`src/hw/cpu_pkg.sv`:
```
// Shared sizes, instruction views and stage packets for the out-of-order core; import into each stage
package cpu_pkg;

    ////////////////////////////////////////////////////////////
    // Sizes and encodings
    ////////////////////////////////////////////////////////////

    localparam int XLEN      = 32;
    localparam int ARCH_REGS = 32;
    localparam int PHYS_REGS = 64;   // Pregs 0..31 hold the reset mapping
    localparam int ROB_SIZE  = 8;    // Power of two so pointers wrap for free
    localparam int RS_SIZE   = 4;

    localparam logic [6:0] OPC_OP     = 7'b0110011;   // R-type ALU
    localparam logic [6:0] OPC_OP_IMM = 7'b0010011;   // I-type ALU

    typedef logic [XLEN-1:0] data_t;
    typedef logic [XLEN-1:0] addr_t;
    typedef logic [4:0]      arch_reg_t;
    typedef logic [5:0]      phys_reg_t;
    typedef logic [2:0]      rob_idx_t;

    typedef enum logic [2:0] {
        ALU_ADD,
        ALU_SUB,
        ALU_AND,
        ALU_OR,
        ALU_XOR
    } alu_op_t;

    ////////////////////////////////////////////////////////////
    // Instruction word, two views of the same 32 bits
    ////////////////////////////////////////////////////////////

    typedef struct packed {
        logic [6:0] funct7;
        arch_reg_t  rs2;
        arch_reg_t  rs1;
        logic [2:0] funct3;
        arch_reg_t  rd;
        logic [6:0] opcode;
    } r_fields_t;

    typedef struct packed {
        logic [11:0] imm;     // Sign extended in decode
        arch_reg_t   rs1;
        logic [2:0]  funct3;
        arch_reg_t   rd;
        logic [6:0]  opcode;
    } i_fields_t;

    typedef union packed {
        r_fields_t r;
        i_fields_t i;
    } inst_t;

    ////////////////////////////////////////////////////////////
    // Stage packets
    ////////////////////////////////////////////////////////////

    typedef struct packed {
        logic  valid;
        addr_t pc;
        inst_t inst;
    } fetch_packet_t;

    typedef struct packed {
        logic      valid;
        addr_t     pc;
        alu_op_t   alu_op;
        logic      uses_imm;     // Second operand is imm
        data_t     imm;
        arch_reg_t rs1;
        arch_reg_t rs2;
        arch_reg_t rd;
        logic      dest_valid;   // Low for rd zero
    } decode_packet_t;

    typedef struct packed {
        alu_op_t   alu_op;
        logic      uses_imm;
        data_t     imm;
        phys_reg_t src1;
        phys_reg_t src2;
        logic      src1_ready;
        logic      src2_ready;
        phys_reg_t dest_preg;    // Preg 0 for x0 writes
        rob_idx_t  rob_idx;
    } rs_packet_t;

    typedef struct packed {
        logic      valid;
        alu_op_t   alu_op;
        logic      uses_imm;
        data_t     imm;
        phys_reg_t src1;
        phys_reg_t src2;
        phys_reg_t dest_preg;
        rob_idx_t  rob_idx;
    } issue_packet_t;

    typedef struct packed {
        logic      valid;
        phys_reg_t dest_preg;
        rob_idx_t  rob_idx;
        data_t     value;
    } cdb_packet_t;

    typedef struct packed {
        addr_t     pc;
        arch_reg_t arch_dest;
        logic      dest_valid;
        phys_reg_t old_preg;     // Mapping replaced by this instruction
    } rob_packet_t;

    typedef struct packed {
        logic      valid;
        phys_reg_t old_preg;
        logic      dest_valid;
    } retire_packet_t;

    typedef struct packed {
        logic      valid;
        addr_t     pc;
        arch_reg_t arch_dest;
        logic      dest_valid;
        data_t     value;
    } commit_packet_t;

endpackage

```
`src/hw/fetch.sv`:
```
// Fetch stage: PC register and single fetch register, both held while dispatch stalls
`timescale 1ns/1ps

module fetch import cpu_pkg::*; (
    input  logic          clock,
    input  logic          rst_n,
    input  inst_t         inst,        // Memory word at pc, same cycle
    input  logic          stall,       // Back-pressure from dispatch
    output addr_t         pc,
    output fetch_packet_t fetch_out
);

    always_ff @(posedge clock or negedge rst_n) begin
        if (!rst_n) begin
            pc        <= '0;
            fetch_out <= '0;
        end else if (!stall) begin
            fetch_out.valid <= 1'b1;   // Valid from the first edge on
            fetch_out.pc    <= pc;
            fetch_out.inst  <= inst;
            pc              <= pc + 32'd4;   // Sequential only, no branches
        end
    end

endmodule

```
`config.mk`:
```
export PLATFORM = sky130hd
export DESIGN_NAME = fetch
export DESIGN_NICKNAME = d
export VERILOG_FILES = /design/src/hw/cpu_pkg.sv /design/src/hw/fetch.sv
export SDC_FILE = /design/constraint.sdc
export NUM_CORES = 1
export LEC_CHECK = 0
export BUFFER_PORTS_ARGS = -buffer_cell sky130_fd_sc_hd__buf_2
export CAP_MARGIN = 20
export CORE_UTILIZATION = 45
export CTS_BUF_LIST = sky130_fd_sc_hd__clkbuf_8 sky130_fd_sc_hd__clkbuf_16
export CTS_CLUSTER_DIAMETER = 50
export CTS_CLUSTER_SIZE = 24
export DETAILED_ROUTE_END_ITERATION = 6
export PLACE_DENSITY_LB_ADDON = 0.25
export SYNTH_ARGS = -nofsm -noshare
export SYNTH_HDL_FRONTEND = slang
export SYNTH_SLANG_ARGS = --single-unit
```
`constraint.sdc`:
```
create_clock -name clock -period 1.48 [get_ports clock]
set_input_delay 0.444 -clock clock [delete_from_list [all_inputs] [get_ports clock]]
set_output_delay 0.444 -clock clock [all_outputs]
set_load 0.02 [all_outputs]
```
==> results.md <==
* Hold Path Class: primary input to asynchronous set/reset pin
* Max VDD drop at about 0.00078 V
* # hold bufs at CTS at 0
* Outcome: finished with violations
* Main combinational cell family by area after synthesis: multiplexers
* Core area at 7890 um^2
* Post-synthesis adder-cell area fraction at less than 1%
* DR vias at 2729
* WS Path Type: flip-flop to output pin
* Final period util at 101%
* Die ar. at roughly 8700 um^2
* Antenna Nets Post-Route at 0
* Largest net degree at the start of global routing at 36
* Most frequent cells in the layout: 105 x buf_2, 76 x dfrtp_1, 60 x mux2_2
* IO buf count at 127
* P_leak at ~2.8 nW
* Violated checks: setup timing
* Simple-gate share of the synthesized area at 10.1%
* Syn avg cell area at 14.4 um^2
* Vias per cell at just under 5
* CP max FO at 3
* Minimum clock period at approximately 1.5 ns
* FP Rows at 32
* Pre-Repair DR Iteration Count at 4
* WP data required at 1.04 ns
* Die width at around 93 um
* Clk pin slew, worst setup/hold paths at 0.09 ns
* Design Area, Final at roughly 5500 um^2
* Clock Tree Buf Depth at 2
* Area after DPL at about 4800 um^2
* Worst Path Arrival at between 1 and 1.5 ns
* First-pass GRT wire length at 13900 um
* Final #Nets at 483
* Final Setup Violations at 1
* Post-synthesis compound-gate area fraction at 0.401%
* Xor/xnor share of the synthesized area at 6.78%
* Fmax at 0.669 GHz
* CTS root buffer: clkbuf_8
* Commonest non-fill, non-tap cell in the layout: buf_2
* Die H at 93.2 um
* Total Wirelength at 8370 um
* TritonCTS clock tree: yes
* Initial antenna violation count at 0
* Worst-Skew Late Latency at approximately 0.36 ns
* Critical path launch point type: flip-flop
* First-iteration detailed-routing DRC count at 63
* GRT Residual Overflow at 0
* Hold slack final at 0.00774 ns
* RSZ-0062 raised after global routing: true
* Clock sinks at 93
* Post-DP HPWL at a little under 6000 um
* Multiplexer share of the synthesized area at 18.0%
* Critical Path Sink Type: output pin
* Num CTS Buffers at 9
* Antenna fix cells at 0
* PD cells at about 1200 nW/um^2
* H-tree levels at 3
* Max Clock Skew at 0.0113 ns
* Cell variety after synth at 26
* Synthesis-to-finish area growth at 46.8%
* Residual DRC count at 0
* Post-Place Worst Slack at -0.119 ns
* Layout cells sized above 1 at 66.8%
* Gr usage total at 20.8%
* Synth Warn # at 0
* Initial Util at around 47%
* FF+latch count, synth at 93
* Pins Over Slew Limit at 0
* Syn Std Cell Area at between 3000 and 4000 um^2
* Fill cells at 580
* DR WL/cell at 15.1 um
* GP Congestion at 0.749
* Post-Syn Instances at 260
* Num ports at 132
* Maxcap violations at 0
* Number of global-route vias before repair at 2930
* Post-synthesis sequential area ratio at 62.1%
* Hold Fails Final Rpt at 0
* Fin worst setup slack at -0.0137 ns
[final timing paths]
| check | endpoint | depth (start not counted) | slack, ns | from |
|---|---|---|---|---|
| min in group clock | fetch_out[22] | 2 | 0.31 | inst[22] |
| max in group asynchronous | pc[2] | 2 | 0.93 | rst_n |
| max reg2reg | pc[28] | 5 | 0 | pc[10] |
| max | pc[3] | 2 | -0.01 | pc[3] |
| min reg2reg | fetch_out[64] | 1 | 0.48 | fetch_out[64] |
| min | fetch_out[41] | 1 | 0.008 | rst_n |
[state kept, by name (all words and copies together) (netlist names)]
signal	cells
fetch_out	63
pc	30
[cells by family (layout without fill, tap and decap cells)]
logic type,Yosys count,count (layout)
flip-flops,93,93
multiplexers,60,60
AND/OR/NAND/NOR,57,57
AO/OA/AOI/OAI,3,3
XOR/XNOR,29,29
other,1,4
adder cells (fa/ha/maj),1,1
buffers and inverters,16,205
[cell type report]
| type | count | area [um^2] | share of cell area, % |
|---|---|---|---|
| tap | 102 | 128 | 2.32 |
| sequential | 93 | 2350 | 42.7 |
| clock buffer | 9 | 124 | 2.25 |
| inverter | 3 | 11.3 | 0.205 |
| clock inverter | 7 | 67.6 | 1.23 |
| timing repair buffer | 186 | 1340 | 24.4 |
| multi-input combinational | 154 | 1480 | 26.9 |
[where the power goes]
| group | total [mW] | internal, mW | switching (mW) |
|---|---|---|---|
| clock | 1.65 | 0.772 | 0.878 |
| combinational | 1.71 | 0.860 | 0.854 |
| sequential | 2.97 | 2.82 | 0.156 |
[timing repair]
item                                    in CTS  in global routing
endpoints found under the setup margin      28                 33
gates resized for setup                     69                 18
pin swaps                                    2                  6
setup buffers                               12                 14
[per-stage QoR]
step / TNS (ns) / std cells / utilization [%] / total power [mW]
2_1_floorplan: -0.0837 / 263 / - / 3.76
3_3_place_gp: -0.475 / 512 / 60.8 / 4.36
3_5_place_dp: -0.797 / 512 / 60.8 / 4.40
4_1_cts: -0.0801 / 540 / 67.5 / 6.33
5_1_grt: -0.505 / 554 / 69.7 / 6.64
6_report: -0.0137 / 554 / 69.7 / 6.34
[Yosys cell counts]
cell,instances,area [um^2]
xor2_1,18,158
ha_1,1,12.5
buf_4,4,30.0
nor2_1,6,22.5
and3_1,2,12.5
nand4_1,3,18.8
clkbuf_1,5,18.8
nand3_1,9,45.0
mux2_2,60,676
nor4_2,4,50.1
inv_1,3,11.3
and4_1,4,35.0
o21ai_0,3,15.0
nand2_2,1,6.26
and2_1,2,12.5
dfrtp_1,93,2330
nand4_4,1,21.3
nand3_2,2,20.0
nor3_1,8,40.0
nand4_2,2,25.0
nand2_1,9,33.8
buf_2,4,20.0
nand2b_1,2,12.5
xnor2_1,11,96.3
conb_1,1,3.75
and4b_2,2,22.5
[critical path, cell delays in order (launching register included)]
cell	delay (ns)
dfrtp_2	0.45
buf_6	0.13
buf_6	0.12
[metal layers]
layer  track usage (%)  vias to the layer above  routed length, um
met1              24.7                     1370               3380
met3              4.88                        9                497
li1                  -                     1264                  -
met2              36.2                       86               4390
met4              8.46                        0                 92
met5                 0                        -                  0
Power figures use the tool's default switching activity.
