### src/hw/cpu_pkg.sv
// Shared sizes, instruction views and stage packets for the out-of-order core; import into each stage
package cpu_pkg;

    ////////////////////////////////////////////////////////////
    // Sizes and encodings
    ////////////////////////////////////////////////////////////

    localparam int XLEN      = 32;
    localparam int ARCH_REGS = 32;
    localparam int PHYS_REGS = 64;   // Pregs 0..31 hold the reset mapping
    localparam int ROB_SIZE  = 8;    // Power of two so pointers wrap for free
    localparam int RS_SIZE   = 4;

    localparam logic [6:0] OPC_OP     = 7'b0110011;   // R-type ALU
    localparam logic [6:0] OPC_OP_IMM = 7'b0010011;   // I-type ALU

    typedef logic [XLEN-1:0] data_t;
    typedef logic [XLEN-1:0] addr_t;
    typedef logic [4:0]      arch_reg_t;
    typedef logic [5:0]      phys_reg_t;
    typedef logic [2:0]      rob_idx_t;

    typedef enum logic [2:0] {
        ALU_ADD,
        ALU_SUB,
        ALU_AND,
        ALU_OR,
        ALU_XOR
    } alu_op_t;

    ////////////////////////////////////////////////////////////
    // Instruction word, two views of the same 32 bits
    ////////////////////////////////////////////////////////////

    typedef struct packed {
        logic [6:0] funct7;
        arch_reg_t  rs2;
        arch_reg_t  rs1;
        logic [2:0] funct3;
        arch_reg_t  rd;
        logic [6:0] opcode;
    } r_fields_t;

    typedef struct packed {
        logic [11:0] imm;     // Sign extended in decode
        arch_reg_t   rs1;
        logic [2:0]  funct3;
        arch_reg_t   rd;
        logic [6:0]  opcode;
    } i_fields_t;

    typedef union packed {
        r_fields_t r;
        i_fields_t i;
    } inst_t;

    ////////////////////////////////////////////////////////////
    // Stage packets
    ////////////////////////////////////////////////////////////

    typedef struct packed {
        logic  valid;
        addr_t pc;
        inst_t inst;
    } fetch_packet_t;

    typedef struct packed {
        logic      valid;
        addr_t     pc;
        alu_op_t   alu_op;
        logic      uses_imm;     // Second operand is imm
        data_t     imm;
        arch_reg_t rs1;
        arch_reg_t rs2;
        arch_reg_t rd;
        logic      dest_valid;   // Low for rd zero
    } decode_packet_t;

    typedef struct packed {
        alu_op_t   alu_op;
        logic      uses_imm;
        data_t     imm;
        phys_reg_t src1;
        phys_reg_t src2;
        logic      src1_ready;
        logic      src2_ready;
        phys_reg_t dest_preg;    // Preg 0 for x0 writes
        rob_idx_t  rob_idx;
    } rs_packet_t;

    typedef struct packed {
        logic      valid;
        alu_op_t   alu_op;
        logic      uses_imm;
        data_t     imm;
        phys_reg_t src1;
        phys_reg_t src2;
        phys_reg_t dest_preg;
        rob_idx_t  rob_idx;
    } issue_packet_t;

    typedef struct packed {
        logic      valid;
        phys_reg_t dest_preg;
        rob_idx_t  rob_idx;
        data_t     value;
    } cdb_packet_t;

    typedef struct packed {
        addr_t     pc;
        arch_reg_t arch_dest;
        logic      dest_valid;
        phys_reg_t old_preg;     // Mapping replaced by this instruction
    } rob_packet_t;

    typedef struct packed {
        logic      valid;
        phys_reg_t old_preg;
        logic      dest_valid;
    } retire_packet_t;

    typedef struct packed {
        logic      valid;
        addr_t     pc;
        arch_reg_t arch_dest;
        logic      dest_valid;
        data_t     value;
    } commit_packet_t;

endpackage

### src/hw/execute.sv
// ALU execute stage: physical register file read, ALU, registered CDB broadcast
`timescale 1ns/1ps

module execute import cpu_pkg::*; (
    input  logic          clock,
    input  logic          rst_n,
    input  issue_packet_t issue_in,
    output cdb_packet_t   cdb
);

    data_t rf [PHYS_REGS];
    data_t op1;
    data_t op2;
    data_t opb;        // Second ALU operand after imm select
    data_t result;

    // Bypass the CDB value that the regfile takes at this edge
    assign op1 = (cdb.valid && cdb.dest_preg == issue_in.src1) ? cdb.value : rf[issue_in.src1];
    assign op2 = (cdb.valid && cdb.dest_preg == issue_in.src2) ? cdb.value : rf[issue_in.src2];
    assign opb = issue_in.uses_imm ? issue_in.imm : op2;

    always_comb begin
        case (issue_in.alu_op)
            ALU_ADD: result = op1 + opb;
            ALU_SUB: result = op1 - opb;
            ALU_AND: result = op1 & opb;
            ALU_OR:  result = op1 | opb;
            ALU_XOR: result = op1 ^ opb;
            default: result = op1 + opb;
        endcase
        if (issue_in.dest_preg == '0) begin
            result = '0;   // Preg 0 is x0 and stays zero
        end
    end

    ////////////////////////////////////////////////////////////
    // CDB register and regfile write
    ////////////////////////////////////////////////////////////

    always_ff @(posedge clock or negedge rst_n) begin
        if (!rst_n) begin
            cdb <= '0;
        end else begin
            cdb.valid     <= issue_in.valid;   // One cycle after issue
            cdb.dest_preg <= issue_in.dest_preg;
            cdb.rob_idx   <= issue_in.rob_idx;
            cdb.value     <= result;
        end
    end

    always_ff @(posedge clock or negedge rst_n) begin
        if (!rst_n) begin
            for (int i = 0; i < PHYS_REGS; i++) begin
                rf[i] <= '0;   // Architectural state starts at zero
            end
        end else if (cdb.valid) begin
            rf[cdb.dest_preg] <= cdb.value;
        end
    end

endmodule

### config.mk
export PLATFORM = sky130hd
export DESIGN_NAME = execute
export DESIGN_NICKNAME = d
export VERILOG_FILES = /design/src/hw/cpu_pkg.sv /design/src/hw/execute.sv
export SDC_FILE = /design/constraint.sdc
export NUM_CORES = 2
export LEC_CHECK = 0
export BUFFER_PORTS_ARGS = -buffer_cell sky130_fd_sc_hd__buf_2
export CORE_MARGIN = 5
export CORE_UTILIZATION = 32
export DETAILED_ROUTE_END_ITERATION = 10
export PLACE_DENSITY = 0.53
export SYNTH_ARGS = -nofsm -noshare
export SYNTH_HDL_FRONTEND = slang
export SYNTH_SLANG_ARGS = --single-unit
### constraint.sdc
create_clock -name clock -period 7.1 [get_ports clock]
set_clock_uncertainty 0.2 [all_clocks]
set_input_delay 0.355 -clock clock [delete_from_list [all_inputs] [get_ports clock]]
set_output_delay 0.355 -clock clock [all_outputs]
set_load 0.1 [all_outputs]
==> metrics.yaml <==
outcome: "finished clean"
finalCritPeriodShare: 0.953
synth_top_area_cell: "dfrtp_1"
final_max_slew_viol_count: 0
num_rows: 219
tns_ps: 0
cts_sinks: 2090
final_cell_mix: "2060 x dfrtp_1, 2049 x mux2_2, 1173 x mux4_2"
timing.slew.headroom: 0.153
required_ps: 7720
p_leak_nw: 56.7
clk_pin_slew_ps: 70
synth_nets: 7585
dp_slack_ps: -92.5
drt_first_pass_iters: 6
tightest_slew_ps: 1270
die_h_um: 608
cts_buffer_depth: 4
grt_max_degree: 165
finalHoldViolCount: 0
final.fill_count: 33500
drtIter0Drc: 8403
setup_violations: 0
drc: 0
grt_pass1_vias: 76700
synthTopCellsByArea: "dfrtp_1 46%, mux4_2 23%, mux2_2 20%, clkbuf_1 1.9%, ha_1 1.0%"
fmax_mhz: 148
finalCriticalPeriod_ps: 6770
final.setup.worst_slack_ps: 330
startpoint_type: "flop"
ir_drop_v: 0.000254
h-tree-depth: 4
layout.nets: 7543
synth_edf_count: 0
drive_above_1_share: 0.558
cts_buffers: 238
synth_warnings: 0
viasPerCell: 6.11
start_util: 0.322
path_max_fanout: 7
wire_per_inst_um: 37.0
die_w_um: 608
cts-root-buf: "clkbuf_16"
async_flop_share: 1.00
antenna_found_initial: 20
cts_tree: "done"
syn2layout_area_growth_pct: 13.7
layout_commonest_cell: "dfrtp_1"
power_mw: 39.6
ys_seq_area_frac: 0.456
placed_area_sq_um: 122000
cap_violations: 0
final_cell_area_sq_um: 130000
grt_pass1_wl_mm: 637
syn_area_per_cell_sq_um: 15.4
synth_cell_types: 80
hpwl_mm: 279
portBuffers: 101
synth-main-ff-cell: "dfrtp_1"
ys_seq_elements: 2090
globalplace.congestion: 0.907
end_kind: "flop"
clkLatencyLatePin_ps: 950
hp-class: "primary input to flop"
core_sq_um: 356000
pin_count: 102
synth_top_area_frac: 0.456
p_per_area_nw_per_um2: 304
critical_path_class: "flop to flop"
slowest_stage: "o21ai_4"
dieArea_sq_um: 370000
syn_inst: 7428
ant_nets: 0
rsz0062_at_grt: "false"
overflow: 0
slowest_delay_ps: 490
worstPathArrival_ps: 7390
wirelength_mm: 457
track_usage: 0.241
ff2ff_setup_slack_ps: 330
via_count: 75300
syn-cell-area_sq_um: 115000
## state kept, by name, summed over array words and instances (netlist names)
signal,cells
cdb,42
rf,2048
## power breakdown
part	switching, mW	leakage (nW)	internal [mW]
registers	2.06	27.8	14.4
clock network	5.38	3.95	7.43
logic	5.38	24.9	5.01
total	12.8	56.7	26.8
## layout make-up
class | instances | area, sq um | share of cell area
Inverter | 79 | 302 | 0.00232
Clock inverter | 85 | 978 | 0.00751
Multi-Input combinational cell | 4459 | 59100 | 0.454
Tap cell | 4751 | 5940 | 0.0456
Sequential cell | 2090 | 52300 | 0.402
Antenna cell | 7 | 17.5 | 0.000134
Clock buffer | 348 | 7000 | 0.0538
Timing Repair Buffer | 518 | 4580 | 0.0352
## critical path, delay by kind of cell, from the launching register on
kind                     cells  cell delay, ps
XOR/XNOR                     2             370
AND/OR/NAND/NOR              7            2030
flip-flops                   1             390
buffers and inverters        3             700
AO/OA/AOI/OAI               11            2380
multiplexers                 1             210
adder cells (fa/ha/maj)      1             360
## through the flow
stage | util | hold WS, ps | std cells
after floorplan | - | -141 | 7428
after global placement | 0.342 | 208 | 11900
after detailed placement | 0.342 | 201 | 11900
after CTS | 0.366 | 25.5 | 12300
after global routing | 0.366 | 161 | 12300
final | 0.366 | 119 | 12300
## what timing repair did
action	in CTS	in global routing
setup endpoints to repair	0	1
endpoints found under the hold margin	251	0
resized for setup	0	2
setup buffers	0	0
hold buffers	25	0
## routing by layer
metal  wire [um]  part of all wire  track usage
met1      185000              0.41        0.322
met2      211000              0.46        0.378
met3       35300             0.077       0.0510
met4       25200             0.055        0.112
met5         103           0.00023            0
## Yosys cell counts (8+ instances only)
cell type and count:
a22oi_1 77, a21oi_1 100, nand3_1 40, nor3_1 21, xor2_1 17, buf_1 112
buf_6 27, mux2i_1 119, a22o_1 23, a31oi_1 21, clkbuf_1 575, buf_4 12
and2_1 12, dfrtp_1 2090, and3_1 12, o22ai_1 32, mux4_1 17, xnor2_1 52
o31ai_1 8, nand4_1 9, a211oi_1 35, mux4_2 1173, a21o_1 9, ha_1 96
nand2_1 119, buf_2 66, inv_1 78, nor2_1 136, nor2b_1 38, nand2b_1 14
mux2_2 2049, a221oi_1 40, o21ai_0 74
## path summary, 6_finish.rpt
check,cells past startpoint,endpoint,startpoint
worst max-delay path,25,cdb[30]$_DFF_PN0_,cdb[40]$_DFF_PN0_
worst min-delay path,5,cdb[26]$_DFF_PN0_,issue_in[55]
worst max register to register,25,cdb[30]$_DFF_PN0_,cdb[40]$_DFF_PN0_
worst min register to register,2,rf[866]$_DFFE_PN0P_,rf[866]$_DFFE_PN0P_
max in group asynchronous,5,cdb[11]$_DFF_PN0_,rst_n
min in group asynchronous,3,rf[284]$_DFFE_PN0P_,rst_n
## kinds of logic after synthesis
family,Yosys count,share of synthesized area
fa+ha+maj,97,0.0107
simple gates,445,0.0193
compound gates,490,0.0293
mux,3358,0.446
flops,2090,0.456
xor+xnor,69,0.00527
buf+inv,879,0.0327
Power figures use the tool's default switching activity.
