### src/hw/cpu_pkg.sv
// Shared sizes, instruction views and stage packets for the out-of-order core; import into each stage
package cpu_pkg;

    ////////////////////////////////////////////////////////////
    // Sizes and encodings
    ////////////////////////////////////////////////////////////

    localparam int XLEN      = 32;
    localparam int ARCH_REGS = 32;
    localparam int PHYS_REGS = 64;   // Pregs 0..31 hold the reset mapping
    localparam int ROB_SIZE  = 8;    // Power of two so pointers wrap for free
    localparam int RS_SIZE   = 4;

    localparam logic [6:0] OPC_OP     = 7'b0110011;   // R-type ALU
    localparam logic [6:0] OPC_OP_IMM = 7'b0010011;   // I-type ALU

    typedef logic [XLEN-1:0] data_t;
    typedef logic [XLEN-1:0] addr_t;
    typedef logic [4:0]      arch_reg_t;
    typedef logic [5:0]      phys_reg_t;
    typedef logic [2:0]      rob_idx_t;

    typedef enum logic [2:0] {
        ALU_ADD,
        ALU_SUB,
        ALU_AND,
        ALU_OR,
        ALU_XOR
    } alu_op_t;

    ////////////////////////////////////////////////////////////
    // Instruction word, two views of the same 32 bits
    ////////////////////////////////////////////////////////////

    typedef struct packed {
        logic [6:0] funct7;
        arch_reg_t  rs2;
        arch_reg_t  rs1;
        logic [2:0] funct3;
        arch_reg_t  rd;
        logic [6:0] opcode;
    } r_fields_t;

    typedef struct packed {
        logic [11:0] imm;     // Sign extended in decode
        arch_reg_t   rs1;
        logic [2:0]  funct3;
        arch_reg_t   rd;
        logic [6:0]  opcode;
    } i_fields_t;

    typedef union packed {
        r_fields_t r;
        i_fields_t i;
    } inst_t;

    ////////////////////////////////////////////////////////////
    // Stage packets
    ////////////////////////////////////////////////////////////

    typedef struct packed {
        logic  valid;
        addr_t pc;
        inst_t inst;
    } fetch_packet_t;

    typedef struct packed {
        logic      valid;
        addr_t     pc;
        alu_op_t   alu_op;
        logic      uses_imm;     // Second operand is imm
        data_t     imm;
        arch_reg_t rs1;
        arch_reg_t rs2;
        arch_reg_t rd;
        logic      dest_valid;   // Low for rd zero
    } decode_packet_t;

    typedef struct packed {
        alu_op_t   alu_op;
        logic      uses_imm;
        data_t     imm;
        phys_reg_t src1;
        phys_reg_t src2;
        logic      src1_ready;
        logic      src2_ready;
        phys_reg_t dest_preg;    // Preg 0 for x0 writes
        rob_idx_t  rob_idx;
    } rs_packet_t;

    typedef struct packed {
        logic      valid;
        alu_op_t   alu_op;
        logic      uses_imm;
        data_t     imm;
        phys_reg_t src1;
        phys_reg_t src2;
        phys_reg_t dest_preg;
        rob_idx_t  rob_idx;
    } issue_packet_t;

    typedef struct packed {
        logic      valid;
        phys_reg_t dest_preg;
        rob_idx_t  rob_idx;
        data_t     value;
    } cdb_packet_t;

    typedef struct packed {
        addr_t     pc;
        arch_reg_t arch_dest;
        logic      dest_valid;
        phys_reg_t old_preg;     // Mapping replaced by this instruction
    } rob_packet_t;

    typedef struct packed {
        logic      valid;
        phys_reg_t old_preg;
        logic      dest_valid;
    } retire_packet_t;

    typedef struct packed {
        logic      valid;
        addr_t     pc;
        arch_reg_t arch_dest;
        logic      dest_valid;
        data_t     value;
    } commit_packet_t;

endpackage

### src/hw/rs.sv
// Four-entry reservation station kept in age order; CDB wakeup and oldest-ready issue
`timescale 1ns/1ps

module rs import cpu_pkg::*; (
    input  logic          clock,
    input  logic          rst_n,
    input  logic          dispatch,
    input  rs_packet_t    rs_entry,
    input  cdb_packet_t   cdb,
    output logic          rs_full,
    output issue_packet_t issue_out
);

    rs_packet_t                 slot      [RS_SIZE];   // Slot 0 is the oldest
    rs_packet_t                 slot_next [RS_SIZE];
    rs_packet_t                 woke      [RS_SIZE];   // Slots with this CDB applied
    logic [RS_SIZE-1:0]         valid;
    logic [RS_SIZE-1:0]         valid_next;
    logic [RS_SIZE-1:0]         ready;
    logic [$clog2(RS_SIZE)-1:0] sel;
    logic                       issue;

    // Wakeup
    always_comb begin
        for (int i = 0; i < RS_SIZE; i++) begin
            woke[i] = slot[i];
            if (cdb.valid && cdb.dest_preg == slot[i].src1) begin
                woke[i].src1_ready = 1'b1;
            end
            if (cdb.valid && cdb.dest_preg == slot[i].src2) begin
                woke[i].src2_ready = 1'b1;
            end
            ready[i] = valid[i] && woke[i].src1_ready && woke[i].src2_ready;
        end
    end

    // Oldest ready slot wins
    always_comb begin
        sel   = '0;
        issue = |ready;
        for (int i = RS_SIZE - 1; i >= 0; i--) begin
            if (ready[i]) begin
                sel = i[$clog2(RS_SIZE)-1:0];
            end
        end
    end

    always_comb begin
        issue_out.valid     = issue;
        issue_out.alu_op    = slot[sel].alu_op;
        issue_out.uses_imm  = slot[sel].uses_imm;
        issue_out.imm       = slot[sel].imm;
        issue_out.src1      = slot[sel].src1;
        issue_out.src2      = slot[sel].src2;
        issue_out.dest_preg = slot[sel].dest_preg;
        issue_out.rob_idx   = slot[sel].rob_idx;
    end

    // Collapse out the issued slot, then append the new entry
    always_comb begin
        int k;
        k          = 0;
        valid_next = '0;
        slot_next  = woke;
        for (int i = 0; i < RS_SIZE; i++) begin
            if (valid[i] && !(issue && sel == i)) begin
                slot_next[k]  = woke[i];
                valid_next[k] = 1'b1;
                k++;
            end
        end
        if (dispatch) begin   // Never while full
            slot_next[k]  = rs_entry;
            valid_next[k] = 1'b1;
        end
    end

    assign rs_full = &valid;

    always_ff @(posedge clock or negedge rst_n) begin
        if (!rst_n) begin
            valid <= '0;
        end else begin
            valid <= valid_next;
        end
    end

    always_ff @(posedge clock) begin
        slot <= slot_next;
    end

endmodule

### config.mk
export PLATFORM = sky130hd
export DESIGN_NAME = rs
export DESIGN_NICKNAME = d
export VERILOG_FILES = /design/src/hw/cpu_pkg.sv /design/src/hw/rs.sv
export SDC_FILE = /design/constraint.sdc
export NUM_CORES = 1
export LEC_CHECK = 0
export BUFFER_PORTS_ARGS = -buffer_cell sky130_fd_sc_hd__buf_4
export CORE_ASPECT_RATIO = 0.5
export CORE_UTILIZATION = 25
export CTS_CLUSTER_DIAMETER = 40
export DETAILED_ROUTE_END_ITERATION = 6
export PLACE_DENSITY_LB_ADDON = 0.15
export RECOVER_POWER = 25
export SETUP_SLACK_MARGIN = 0.15
export SYNTH_ARGS = -nofsm -noshare
export SYNTH_HDL_FRONTEND = slang
export SYNTH_SLANG_ARGS = --single-unit
### constraint.sdc
create_clock -name clock -period 5.77 [get_ports clock]
set_clock_uncertainty 0.1 [all_clocks]
set_input_delay 0.2885 -clock clock [delete_from_list [all_inputs] [get_ports clock]]
set_output_delay 0.2885 -clock clock [all_outputs]
set_load 0.005 [all_outputs]
==> impl_metrics.json <==
{
  "maximum_number_of_pins_on_one_net_before_global_route_repair": 78,
  "power.combinational.fraction_pct": 51.3,
  "post-route-drc-count": 13,
  "die-width_um": 343.2,
  "tns_ns": 0,
  "worst_hold_slack_ns": 0.07897,
  "regToRegSetupSlack_ns": 0.60,
  "cts_root_buffer": "clkbuf_16",
  "p_clk_share_pct": 20.5,
  "failed_checks": "design-rule violations, max-capacitance violations, max-slew violations",
  "worst_ir_drop_vdd_mv": 0.2914,
  "layout.cells.most_common_list": "mux2i_1 (405), nand2_1 (245), dfxtp_1 (236)",
  "syn_area_um2": 14550,
  "rr_worst_depth": 14,
  "worst-endpoint-required_ns": 5.38,
  "globalRouteTotalUtil_pct": 16.22,
  "yosysSeqAreaShare_pct": 33.16,
  "timing.final.setup_violations": 0,
  "synth_simple_gate_area_share_pct": 9.684,
  "crit_arrival_ns": 4.80,
  "synthCells": 1660,
  "grt_setup_unrepaired": "no",
  "yosysWarningCount": 0,
  "rr_startpoint": "slot[129]$_DFF_P_",
  "timing.rr.end": "slot[68]$_DFF_P_",
  "placement.io_buffers": 127,
  "timing_worst_setup_path_type": "reg2out",
  "dr.first_iter.drc_count": 933,
  "synth_xor_area_share_pct": 3.079,
  "cp-start-kind": "flip-flop",
  "synth.lib_cells_used.distinct": 56,
  "outcome": "complete, but fails checks",
  "grt.overflow.total": 0,
  "cts_tree": "built",
  "synth.mux.area_fraction_pct": 28.53,
  "hold_viol": 0,
  "period_needed_ns": 5.193,
  "die_outline_area_um2": 59220,
  "grt_first_pass_wirelength_mm": 75.56,
  "synth-compound-area-share_pct": 16.13,
  "power_uw": 12570,
  "fmax_ghz": 0.1926,
  "wl_per_cell_um": 18.75,
  "fillcell_total": 6102,
  "switching_share_pct": 42.77,
  "end_kind": "output pin",
  "area_growth_syn_to_layout_pct": 24.22,
  "power_density_nw_per_um2": 695.8,
  "seqCellArea_um2": 4825,
  "num_rows": 62,
  "clk-insertion-delay-late_ns": 0.53,
  "p_int_uw": 7196,
  "syn-num-nets": 1770,
  "timing.hold.worst.class": "in2async",
  "via_count": 12500,
  "layout.core_utilization_pct": 31.48,
  "antenna_found_initial": 1,
  "worst_pin_slew_ns": 2.331,
  "multi_input_area_um2": 8508,
  "clock_path_buffers": 3,
  "slew_violations": 29,
  "number_of_buffers_inserted_by_post_cts_setup_repair": 0,
  "drv.max_cap_violation_count": 1,
  "synth-main-ff-cell": "dfxtp_1",
  "dp_hpwl_mm": 29.35,
  "core_region_area_um2": 57410,
  "p_switching_uw": 5378,
  "crit_path_max_fanout": 66,
  "nNetsFinal": 1898,
  "post_drt_via_cell_ratio": 4.833,
  "mostFrequentLayoutCell": "mux2i_1",
  "chipHeight_um": 172.6,
  "cell_types_occupying_the_most_area_after_synthesis": "dfxtp_1 (32%), mux2i_1 (28%), nand2_1 (6.3%)",
  "synth_largest_type_area_fraction_pct": 32.47,
  "syn_avg_cell_area_um2": 8.764,
  "max_slew_margin_pct": -56.44,
  "path_clk_slew_ns": 0.05,
  "synth_top_cell_by_area": "dfxtp_1",
  "final_layout_size_suffix_gt1_share_pct": 13.37,
  "flop_pwr_share_pct": 28.2,
  "p_leak_uw": 0.008648,
  "grt_pass1_vias": 12550,
  "routed_wl_mm": 48.51,
  "detailedRoute.firstPassIterationCount": 7,
  "boundaryPins": 163,
  "register_bit_count_reported_by_yosys": 240,
  "cts.sinks": 240,
  "route.antenna.remaining_nets": 0,
  "postSynth.asyncResetShare_pct": 1.667,
  "htree_num_levels": 2,
  "synthAdderAreaFrac_pct": 0.5160,
  "synth_edf_count": 0,
  "final_min_period_over_clock_period_pct": 90.00,
  "globalplace.congestion": 0.7489,
  "tritoncts.num_buffers": 41,
  "initial_core_util_pct": 25.34,
  "largest_family_of_logic_cells_by_synthesized_area": "multiplexers"
}
[cells in the mapped netlist, drive strengths merged (2+ instances only)]
master,n
nand3,4
nand2,245
o32a,2
nand4,3
a21o,2
and3,3
and4,2
xnor2,15
dfxtp,236
nor3,9
and2,4
or3,3
o21ai,122
o32ai,2
o41ai,3
inv,126
o41a,3
o31ai,3
a21oi,11
o211ai,2
nor2,78
mux2,8
a41o,6
ha,6
dfrtp,4
xor2,34
a222oi,57
a31oi,58
a211oi,57
buf,72
clkbuf,66
mux2i,405
a221o,2
[layout make-up]
class / instances / share of cell area, %
multi-input combinational: 1156 / 47.08
sequential: 240 / 26.70
timing repair buffer: 223 / 10.36
clock buffer: 52 / 6.349
tap: 768 / 5.317
inverter: 126 / 2.617
clock inverter: 21 / 1.572
antenna: 1 / 0.01385
[kinds of logic after synthesis]
kind of cell | Yosys count
simple gates | 354
compound gates | 334
xor+xnor | 49
fa+ha+maj | 6
buf+inv | 264
flops | 240
mux | 413
[sequential cells by signal, indices dropped and copies added, names as in the netlist]
| register | flops |
|---|---|
| valid | 4 |
| slot | 236 |
[per-layer routing]
layer / track usage, % / part of all wire (%)
met4: 3.056 / 1.3
met1: 22.38 / 48
met3: 2.342 / 3.9
met2: 26.90 / 47
met5: 0 / 0
[through the flow]
step / cell area [µm²] / setup WS, ns / instances
after floorplan: 14550 / 1.706 / 1660
after global placement: 16140 / 0.7160 / 2453
after detailed placement: 16140 / 0.6573 / 2453
after CTS: 18170 / 0.7800 / 2586
after global routing: 18070 / 0.1703 / 2587
final: 18070 / 0.5771 / 2587
[critical path, cell delays in order, from the launching register on]
cell      delay [ns]
dfxtp_1         0.44
xor2_1          0.20
nor3_1          0.09
a41o_1          0.30
and3_1          0.24
and2_0          0.19
o21ai_1         1.74
buf_12          0.36
a211oi_1        0.13
a31oi_1         0.30
clkbuf_4        0.21
[power by group through the flow]
stage / logic, µW / clock network, µW / registers (µW)
global route: 7150 / 2730 / 3690
CTS: 6660 / 2640 / 3540
global placement: 6550 / 0 / 3590
finish: 6450 / 2570 / 3550
floorplan: 4680 / 0 / 3270
detailed placement: 6620 / 0 / 3560
[how the worst max path moves through the flow]
stage	slack, ns	from	endpoint
after floorplan	1.71	cdb[36]	slot[68]$_DFF_P_
after global routing	0.17	slot[197]$_DFF_P_	slot[68]$_DFF_P_
final	0.58	slot[16]$_DFF_P_	issue_out[4]
after CTS	0.78	slot[197]$_DFF_P_	slot[68]$_DFF_P_
after global placement	0.72	cdb[38]	slot[68]$_DFF_P_
after detailed placement	0.66	cdb[38]	slot[68]$_DFF_P_
[what timing repair did]
item                                   4_1_cts  5_1_grt
resized for setup                            0        0
hold buffers                                60        0
endpoints found under the hold margin      237        0
No activity file was read; power rests on OpenSTA's default activity.
