==> config.mk <==
export PLATFORM = sky130hd
export DESIGN_NAME = decoder
export DESIGN_NICKNAME = d
export VERILOG_FILES = /design/src/hw/cpu_pkg.sv /design/src/hw/decoder.sv
export SDC_FILE = /design/constraint.sdc
export NUM_CORES = 1
export LEC_CHECK = 0
export BUFFER_PORTS_ARGS = -buffer_cell sky130_fd_sc_hd__buf_4
export CAP_MARGIN = 20
export CORE_MARGIN = 5
export CORE_UTILIZATION = 31
export DETAILED_ROUTE_END_ITERATION = 8
export PLACE_DENSITY = 0.92
export SYNTH_ARGS = -nofsm -noshare
export SYNTH_HDL_FRONTEND = slang
export SYNTH_SLANG_ARGS = --single-unit
export TNS_END_PERCENT = 50
==> constraint.sdc <==
create_clock -name vclk -period 5.7
set_input_delay 1.14 -clock vclk [all_inputs]
set_output_delay 1.14 -clock vclk [all_outputs]
set_load 0.01 [all_outputs]
==> src/hw/cpu_pkg.sv <==
// Shared sizes, instruction views and stage packets for the out-of-order core; import into each stage
package cpu_pkg;

    ////////////////////////////////////////////////////////////
    // Sizes and encodings
    ////////////////////////////////////////////////////////////

    localparam int XLEN      = 32;
    localparam int ARCH_REGS = 32;
    localparam int PHYS_REGS = 64;   // Pregs 0..31 hold the reset mapping
    localparam int ROB_SIZE  = 8;    // Power of two so pointers wrap for free
    localparam int RS_SIZE   = 4;

    localparam logic [6:0] OPC_OP     = 7'b0110011;   // R-type ALU
    localparam logic [6:0] OPC_OP_IMM = 7'b0010011;   // I-type ALU

    typedef logic [XLEN-1:0] data_t;
    typedef logic [XLEN-1:0] addr_t;
    typedef logic [4:0]      arch_reg_t;
    typedef logic [5:0]      phys_reg_t;
    typedef logic [2:0]      rob_idx_t;

    typedef enum logic [2:0] {
        ALU_ADD,
        ALU_SUB,
        ALU_AND,
        ALU_OR,
        ALU_XOR
    } alu_op_t;

    ////////////////////////////////////////////////////////////
    // Instruction word, two views of the same 32 bits
    ////////////////////////////////////////////////////////////

    typedef struct packed {
        logic [6:0] funct7;
        arch_reg_t  rs2;
        arch_reg_t  rs1;
        logic [2:0] funct3;
        arch_reg_t  rd;
        logic [6:0] opcode;
    } r_fields_t;

    typedef struct packed {
        logic [11:0] imm;     // Sign extended in decode
        arch_reg_t   rs1;
        logic [2:0]  funct3;
        arch_reg_t   rd;
        logic [6:0]  opcode;
    } i_fields_t;

    typedef union packed {
        r_fields_t r;
        i_fields_t i;
    } inst_t;

    ////////////////////////////////////////////////////////////
    // Stage packets
    ////////////////////////////////////////////////////////////

    typedef struct packed {
        logic  valid;
        addr_t pc;
        inst_t inst;
    } fetch_packet_t;

    typedef struct packed {
        logic      valid;
        addr_t     pc;
        alu_op_t   alu_op;
        logic      uses_imm;     // Second operand is imm
        data_t     imm;
        arch_reg_t rs1;
        arch_reg_t rs2;
        arch_reg_t rd;
        logic      dest_valid;   // Low for rd zero
    } decode_packet_t;

    typedef struct packed {
        alu_op_t   alu_op;
        logic      uses_imm;
        data_t     imm;
        phys_reg_t src1;
        phys_reg_t src2;
        logic      src1_ready;
        logic      src2_ready;
        phys_reg_t dest_preg;    // Preg 0 for x0 writes
        rob_idx_t  rob_idx;
    } rs_packet_t;

    typedef struct packed {
        logic      valid;
        alu_op_t   alu_op;
        logic      uses_imm;
        data_t     imm;
        phys_reg_t src1;
        phys_reg_t src2;
        phys_reg_t dest_preg;
        rob_idx_t  rob_idx;
    } issue_packet_t;

    typedef struct packed {
        logic      valid;
        phys_reg_t dest_preg;
        rob_idx_t  rob_idx;
        data_t     value;
    } cdb_packet_t;

    typedef struct packed {
        addr_t     pc;
        arch_reg_t arch_dest;
        logic      dest_valid;
        phys_reg_t old_preg;     // Mapping replaced by this instruction
    } rob_packet_t;

    typedef struct packed {
        logic      valid;
        phys_reg_t old_preg;
        logic      dest_valid;
    } retire_packet_t;

    typedef struct packed {
        logic      valid;
        addr_t     pc;
        arch_reg_t arch_dest;
        logic      dest_valid;
        data_t     value;
    } commit_packet_t;

endpackage

==> src/hw/decoder.sv <==
// Combinational decoder from the fetch register to the dispatch packet; unknown words become nops
`timescale 1ns/1ps

module decoder import cpu_pkg::*; (
    input  fetch_packet_t  fetch_in,
    output decode_packet_t decode_out
);

    inst_t   inst;
    logic    r_known;    // funct7/funct3 pair is one of the five R ops
    alu_op_t r_op;

    assign inst = fetch_in.inst;

    // R-type operation select
    always_comb begin
        r_known = 1'b1;
        case ({inst.r.funct7, inst.r.funct3})
            {7'h00, 3'h0}: r_op = ALU_ADD;
            {7'h20, 3'h0}: r_op = ALU_SUB;
            {7'h00, 3'h7}: r_op = ALU_AND;
            {7'h00, 3'h6}: r_op = ALU_OR;
            {7'h00, 3'h4}: r_op = ALU_XOR;
            default: begin
                r_op    = ALU_ADD;
                r_known = 1'b0;
            end
        endcase
    end

    always_comb begin
        decode_out          = '0;      // Default is ADDI x0, x0, 0
        decode_out.valid    = fetch_in.valid;
        decode_out.pc       = fetch_in.pc;
        decode_out.alu_op   = ALU_ADD;
        decode_out.uses_imm = 1'b1;
        if (inst.r.opcode == OPC_OP && r_known) begin
            decode_out.alu_op   = r_op;
            decode_out.uses_imm = 1'b0;
            decode_out.rs1      = inst.r.rs1;
            decode_out.rs2      = inst.r.rs2;
            decode_out.rd       = inst.r.rd;
        end else if (inst.i.opcode == OPC_OP_IMM && inst.i.funct3 == 3'h0) begin
            decode_out.imm = {{(XLEN-12){inst.i.imm[11]}}, inst.i.imm};   // ADDI
            decode_out.rs1 = inst.i.rs1;
            decode_out.rd  = inst.i.rd;
        end
        decode_out.dest_valid = (decode_out.rd != '0);   // x0 is never renamed
    end

endmodule

==> results of run 1 <==
cells by family after synthesis:
family | count (synthesis)
buffers and inverters | 74
AND/OR/NAND/NOR | 35
AO/OA/AOI/OAI | 13
how the worst max path moves through the flow:
stage                            start        endpoint  slack (ns)  cells past startpoint
final                      fetch_in[5]  decode_out[30]        1.54                      5
after global routing      fetch_in[13]  decode_out[35]        1.34                      5
after CTS                  fetch_in[5]  decode_out[30]        1.50                      5
after detailed placement   fetch_in[5]  decode_out[30]        1.50                      5
after global placement     fetch_in[5]  decode_out[40]        1.58                      5
after floorplan            fetch_in[5]  decode_out[28]        1.80                      5
cell usage in the layout (no fill, tap or decap), types with 2 or more instances in the layout:
| cell type | instances |
|---|---|
| a211oi_1 | 5 |
| nand3b_1 | 2 |
| buf_4 | 84 |
| nor4_4 | 2 |
| nor3_1 | 12 |
| inv_1 | 15 |
| a211oi_2 | 5 |
| nor2_1 | 2 |
| nand2_1 | 3 |
| and2_1 | 8 |
layer usage:
metal | track usage [%] | up-vias | part of all wire, %
met3 | 3.73 | 12 | 14
met1 | 12.4 | 326 | 37
met5 | 0 | - | 0
met2 | 17.6 | 47 | 46
li1 | - | 400 | -
met4 | 3.12 | 0 | 2.5
final cells by class:
cell class | count | area, um^2 | share of cell area [%]
multi-input combinational | 48 | 372 | 33.9
inverter | 15 | 56.3 | 5.13
timing repair buffer | 84 | 631 | 57.5
tap | 31 | 38.8 | 3.53
metrics by stage:
stage | area, um^2 | cells | hold WS [ns] | setup slack (ns)
after floorplan | 881 | 122 | 2.32 | 1.80
after global placement | 1100 | 178 | 2.28 | 1.58
after detailed placement | 1100 | 178 | 2.28 | 1.50
after CTS | 1100 | 178 | 2.28 | 1.50
after global routing | 1100 | 178 | 2.28 | 1.34
final | 1100 | 178 | 2.28 | 1.54
power by group through the flow:
stage          logic, mW  clock network (mW)  registers [mW]
2_1_floorplan     0.0329                   0               0
5_1_grt           0.0323                   0               0
6_report          0.0293                   0               0
4_1_cts           0.0298                   0               0
3_5_place_dp      0.0297                   0               0
3_3_place_gp      0.0292                   0               0
critical path, stage by stage:
cell    delay (ns)
buf_4         0.11
or4_4         0.67
nor4_4        0.29
and2_1        0.58
buf_4         0.23
==> results.yml, run 1 <==
synthesis:
  yosysMostFrequentCell: "buf_4"
  synth_compound_area_share_pct: 15.8
  syn_inst: 122
  synth_top_area_share_pct: 45.2
  synth_commonest_cells: "53 x buf_4, 15 x inv_1, 12 x nor3_1, 8 x and2_1"
  postSynthNetCount: 187
  synthSimpleGateAreaFrac_pct: 26.4
  synth-xor-area-share_pct: 0
  ys_types: 21
  yosysWarnings: 0
  post_synth.cell_area_avg_um2: 7.22
  synth.cell_area_um2: 881
  synth_top_family_by_area: "buffers and inverters"
  synth_top_cell_by_area: "buf_4"
  yosys.area_share.adder_pct: 0
  synthMuxAreaShare_pct: 0
  synthTopCellsByArea: "buf_4 45%, a211oi_2 7.1%, nor3_1 6.8%"
  yosysSeqAreaShare_pct: 0
power_and_ir_drop:
  power.total_mw: 0.0293
  p_seq_share_pct: 0
  vdd_ir_drop_max_mv: 0.0183
  p_leak_nw: 0.569
  p_comb_share_pct: 100.0
  intPower_mw: 0.0171
  swShare_pct: 41.7
  p_per_area_mw_per_mm2: 26.7
  p_switching_mw: 0.0122
  clkPwrFrac_pct: 0
timing:
  rsz0062_at_grt: "no"
  tightest_slew_ns: 0.992
  drv_slew: 0
  max_freq_mhz: 240
  period_minus_slack_ns: 4.16
  hold_violations: 0
  tns_ns: 0
  setup_viol: 0
  slew_headroom_pct: 33.9
  finalCritPeriodShare_pct: 73.0
die:
  die_h_um: 63.3
  core_area_mm2: 0.00273
  die_w_um: 63.3
  ios: 150
  rows: 19
  die_area_mm2: 0.00401
  initial_utilization_pct: 32.2
cells_and_area:
  area_delta_synth_final_pct: 24.6
  fin_util_pct: 40.1
  antenna_cells: 0
  nClkBuffers: 0
  drive_above_1_share_pct: 64.6
  regArea_um2: 0
  final_nets: 214
  n_fill_cell: 297
  flops_and_latches: 0
route:
  drt_iter0_markers: 37
  postRouteAntennaNets: 0
  avgRoutedWirePerCell_um: 13.3
  num_vias: 785
  dr.pass1.iters: 4
  drc_errors: 0
  via_per_inst: 4.41
  routed_wl_um: 2360
critical_path:
  crit_required_ns: 4.56
  start_kind: "input pin"
  cp-end-kind: "primary output"
  cp_max_fo: 21
  critical_path_arrival_ns: 3.02
  path_class: "input pin to primary output"
grt:
  antenna_found_initial: 0
  grt_max_degree: 26
  grt_pass1_wl_um: 3720
  grt.overflow.total: 0
  grt_pass1_vias: 775
  track_usage_pct: 10.5
placed_design:
  gp_congestion: 0.700
  place_hpwl_um: 1950
  io_buffers: 84
min_path:
  holdPathStages: 0
  holdCritPathClass: "input pin to primary output"
  min_to: "decode_out[55]"
  min_from: "fetch_in[35]"
outcome:
  outcome: "finished clean"
clock_network:
  post_cts_resized: 0
  holdBufCountCts: 0
  cts_setup_buffers: 0
job:
  drv_cap: 0
Power figures use the tool's default switching activity.
==> inputs of run 2 (changes only) <==
- CORE_UTILIZATION: 31 -> 29
- PLACE_DENSITY: 0.92 -> 0.87
- clock period: 5.7 -> 4.3 ns (I/O delays scaled with it)
==> results.yml, run 2 (synthesis gave the netlist of run 1 again) <==
outcome:
  outcome: "finished clean"
grt:
  grt.overflow.total: 0
  grt_pass1_wl_um: 3470
  antenna_found_initial: 0
  track_usage_pct: 9.48
  grt_max_degree: 26
  grt_pass1_vias: 814
critical_path:
  crit_required_ns: 3.44
  critical_path_arrival_ns: 2.74
  cp_max_fo: 21
  path_class: "input pin to primary output"
  cp-end-kind: "primary output"
  crit_start: "fetch_in[5]"
  start_kind: "input pin"
timing:
  hold_ws_ns: 1.72
  setup_viol: 0
  timing.final.ws_setup_ns: 0.699
  finalCritPeriodShare_pct: 83.8
  tns_ns: 0
  hold_violations: 0
  rsz0062_at_grt: "no"
  max_freq_mhz: 278
  period_minus_slack_ns: 3.60
  tightest_slew_ns: 0.940
  slew_headroom_pct: 37.3
  drv_slew: 0
route:
  drc_errors: 0
  dr.pass1.iters: 3
  postRouteAntennaNets: 0
  via_per_inst: 4.46
  drt_iter0_markers: 22
  avgRoutedWirePerCell_um: 12.9
  num_vias: 803
  routed_wl_um: 2330
cells_and_area:
  final_common_cell: "buf_4"
  area_delta_synth_final_pct: 24.9
  antenna_cells: 0
  layout_common_cells: "84 x buf_4, 15 x inv_1, 12 x nor3_1"
  regArea_um2: 0
  n_fill_cell: 333
  drive_above_1_share_pct: 64.6
  final_nets: 214
  nClkBuffers: 0
  flops_and_latches: 0
placed_design:
  io_buffers: 84
  pre_cts_slack_ns: 0.657
  gp_congestion: 0.673
  place_hpwl_um: 1910
die:
  die_w_um: 65.1
  die_h_um: 65.1
  rows: 20
  ios: 150
  die_area_mm2: 0.00424
  initial_utilization_pct: 29.6
  core_area_mm2: 0.00298
clock_network:
  post_cts_resized: 0
  cts_setup_buffers: 0
  holdBufCountCts: 0
min_path:
  holdPathStages: 0
  holdCritPathClass: "input pin to primary output"
  min_from: "fetch_in[32]"
job:
  drv_cap: 0
power_and_ir_drop:
  p_leak_nw: 0.569
  p_per_area_mw_per_mm2: 35.1
  vdd_ir_drop_max_mv: 0.0201
## run 2: cell counts in the layout (fill, tap and decap cells not counted)
No cell type changed its count.
## run 2: power breakdown
| group | switching, mW | internal (mW) | leakage (nW) | total, mW |
|---|---|---|---|---|
| clock | 0 | 0 | 0 | 0 |
| combinational | 0.0159 | 0.0227 | 0.569 | 0.0386 |
| sequential | 0 | 0 | 0 | 0 |
| total | 0.0159 | 0.0227 | 0.569 | 0.0386 |
## run 2: final timing paths
check                            end  slack, ns
worst max-delay path  decode_out[39]       0.70
worst min-delay path  decode_out[52]       1.72
## run 2: layer usage
metal	routed length, um	vias up	global-route usage [%]
met2	1210	49	18.1
met4	23	0	1.55
met1	824	347	10.6
met3	273	8	2.39
li1	-	399	-
met5	0	-	0
## run 2: critical path, stage by stage
cell and delay (ns):
buf_4 0.11, or4_4 0.67, nor4_4 0.28, and2_1 0.59
buf_4 0.23
## run 2: area by class of cell
class              instances  area (um^2)  share of cell area, %
well taps                 33         41.3                   3.75
multi-input cells         48          372                   33.8
inverters                 15         56.3                   5.12
repair buffers            84          631                   57.3
## run 2: stage by stage
stage          area, um^2  std cells  power, mW  util (%)
6_report             1100        180     0.0386      36.9
5_1_grt              1100        180     0.0426      36.9
4_1_cts              1100        180     0.0391      36.9
3_5_place_dp         1100        180     0.0389      36.9
3_3_place_gp         1100        180     0.0384      36.9
2_1_floorplan         881        122     0.0436         -
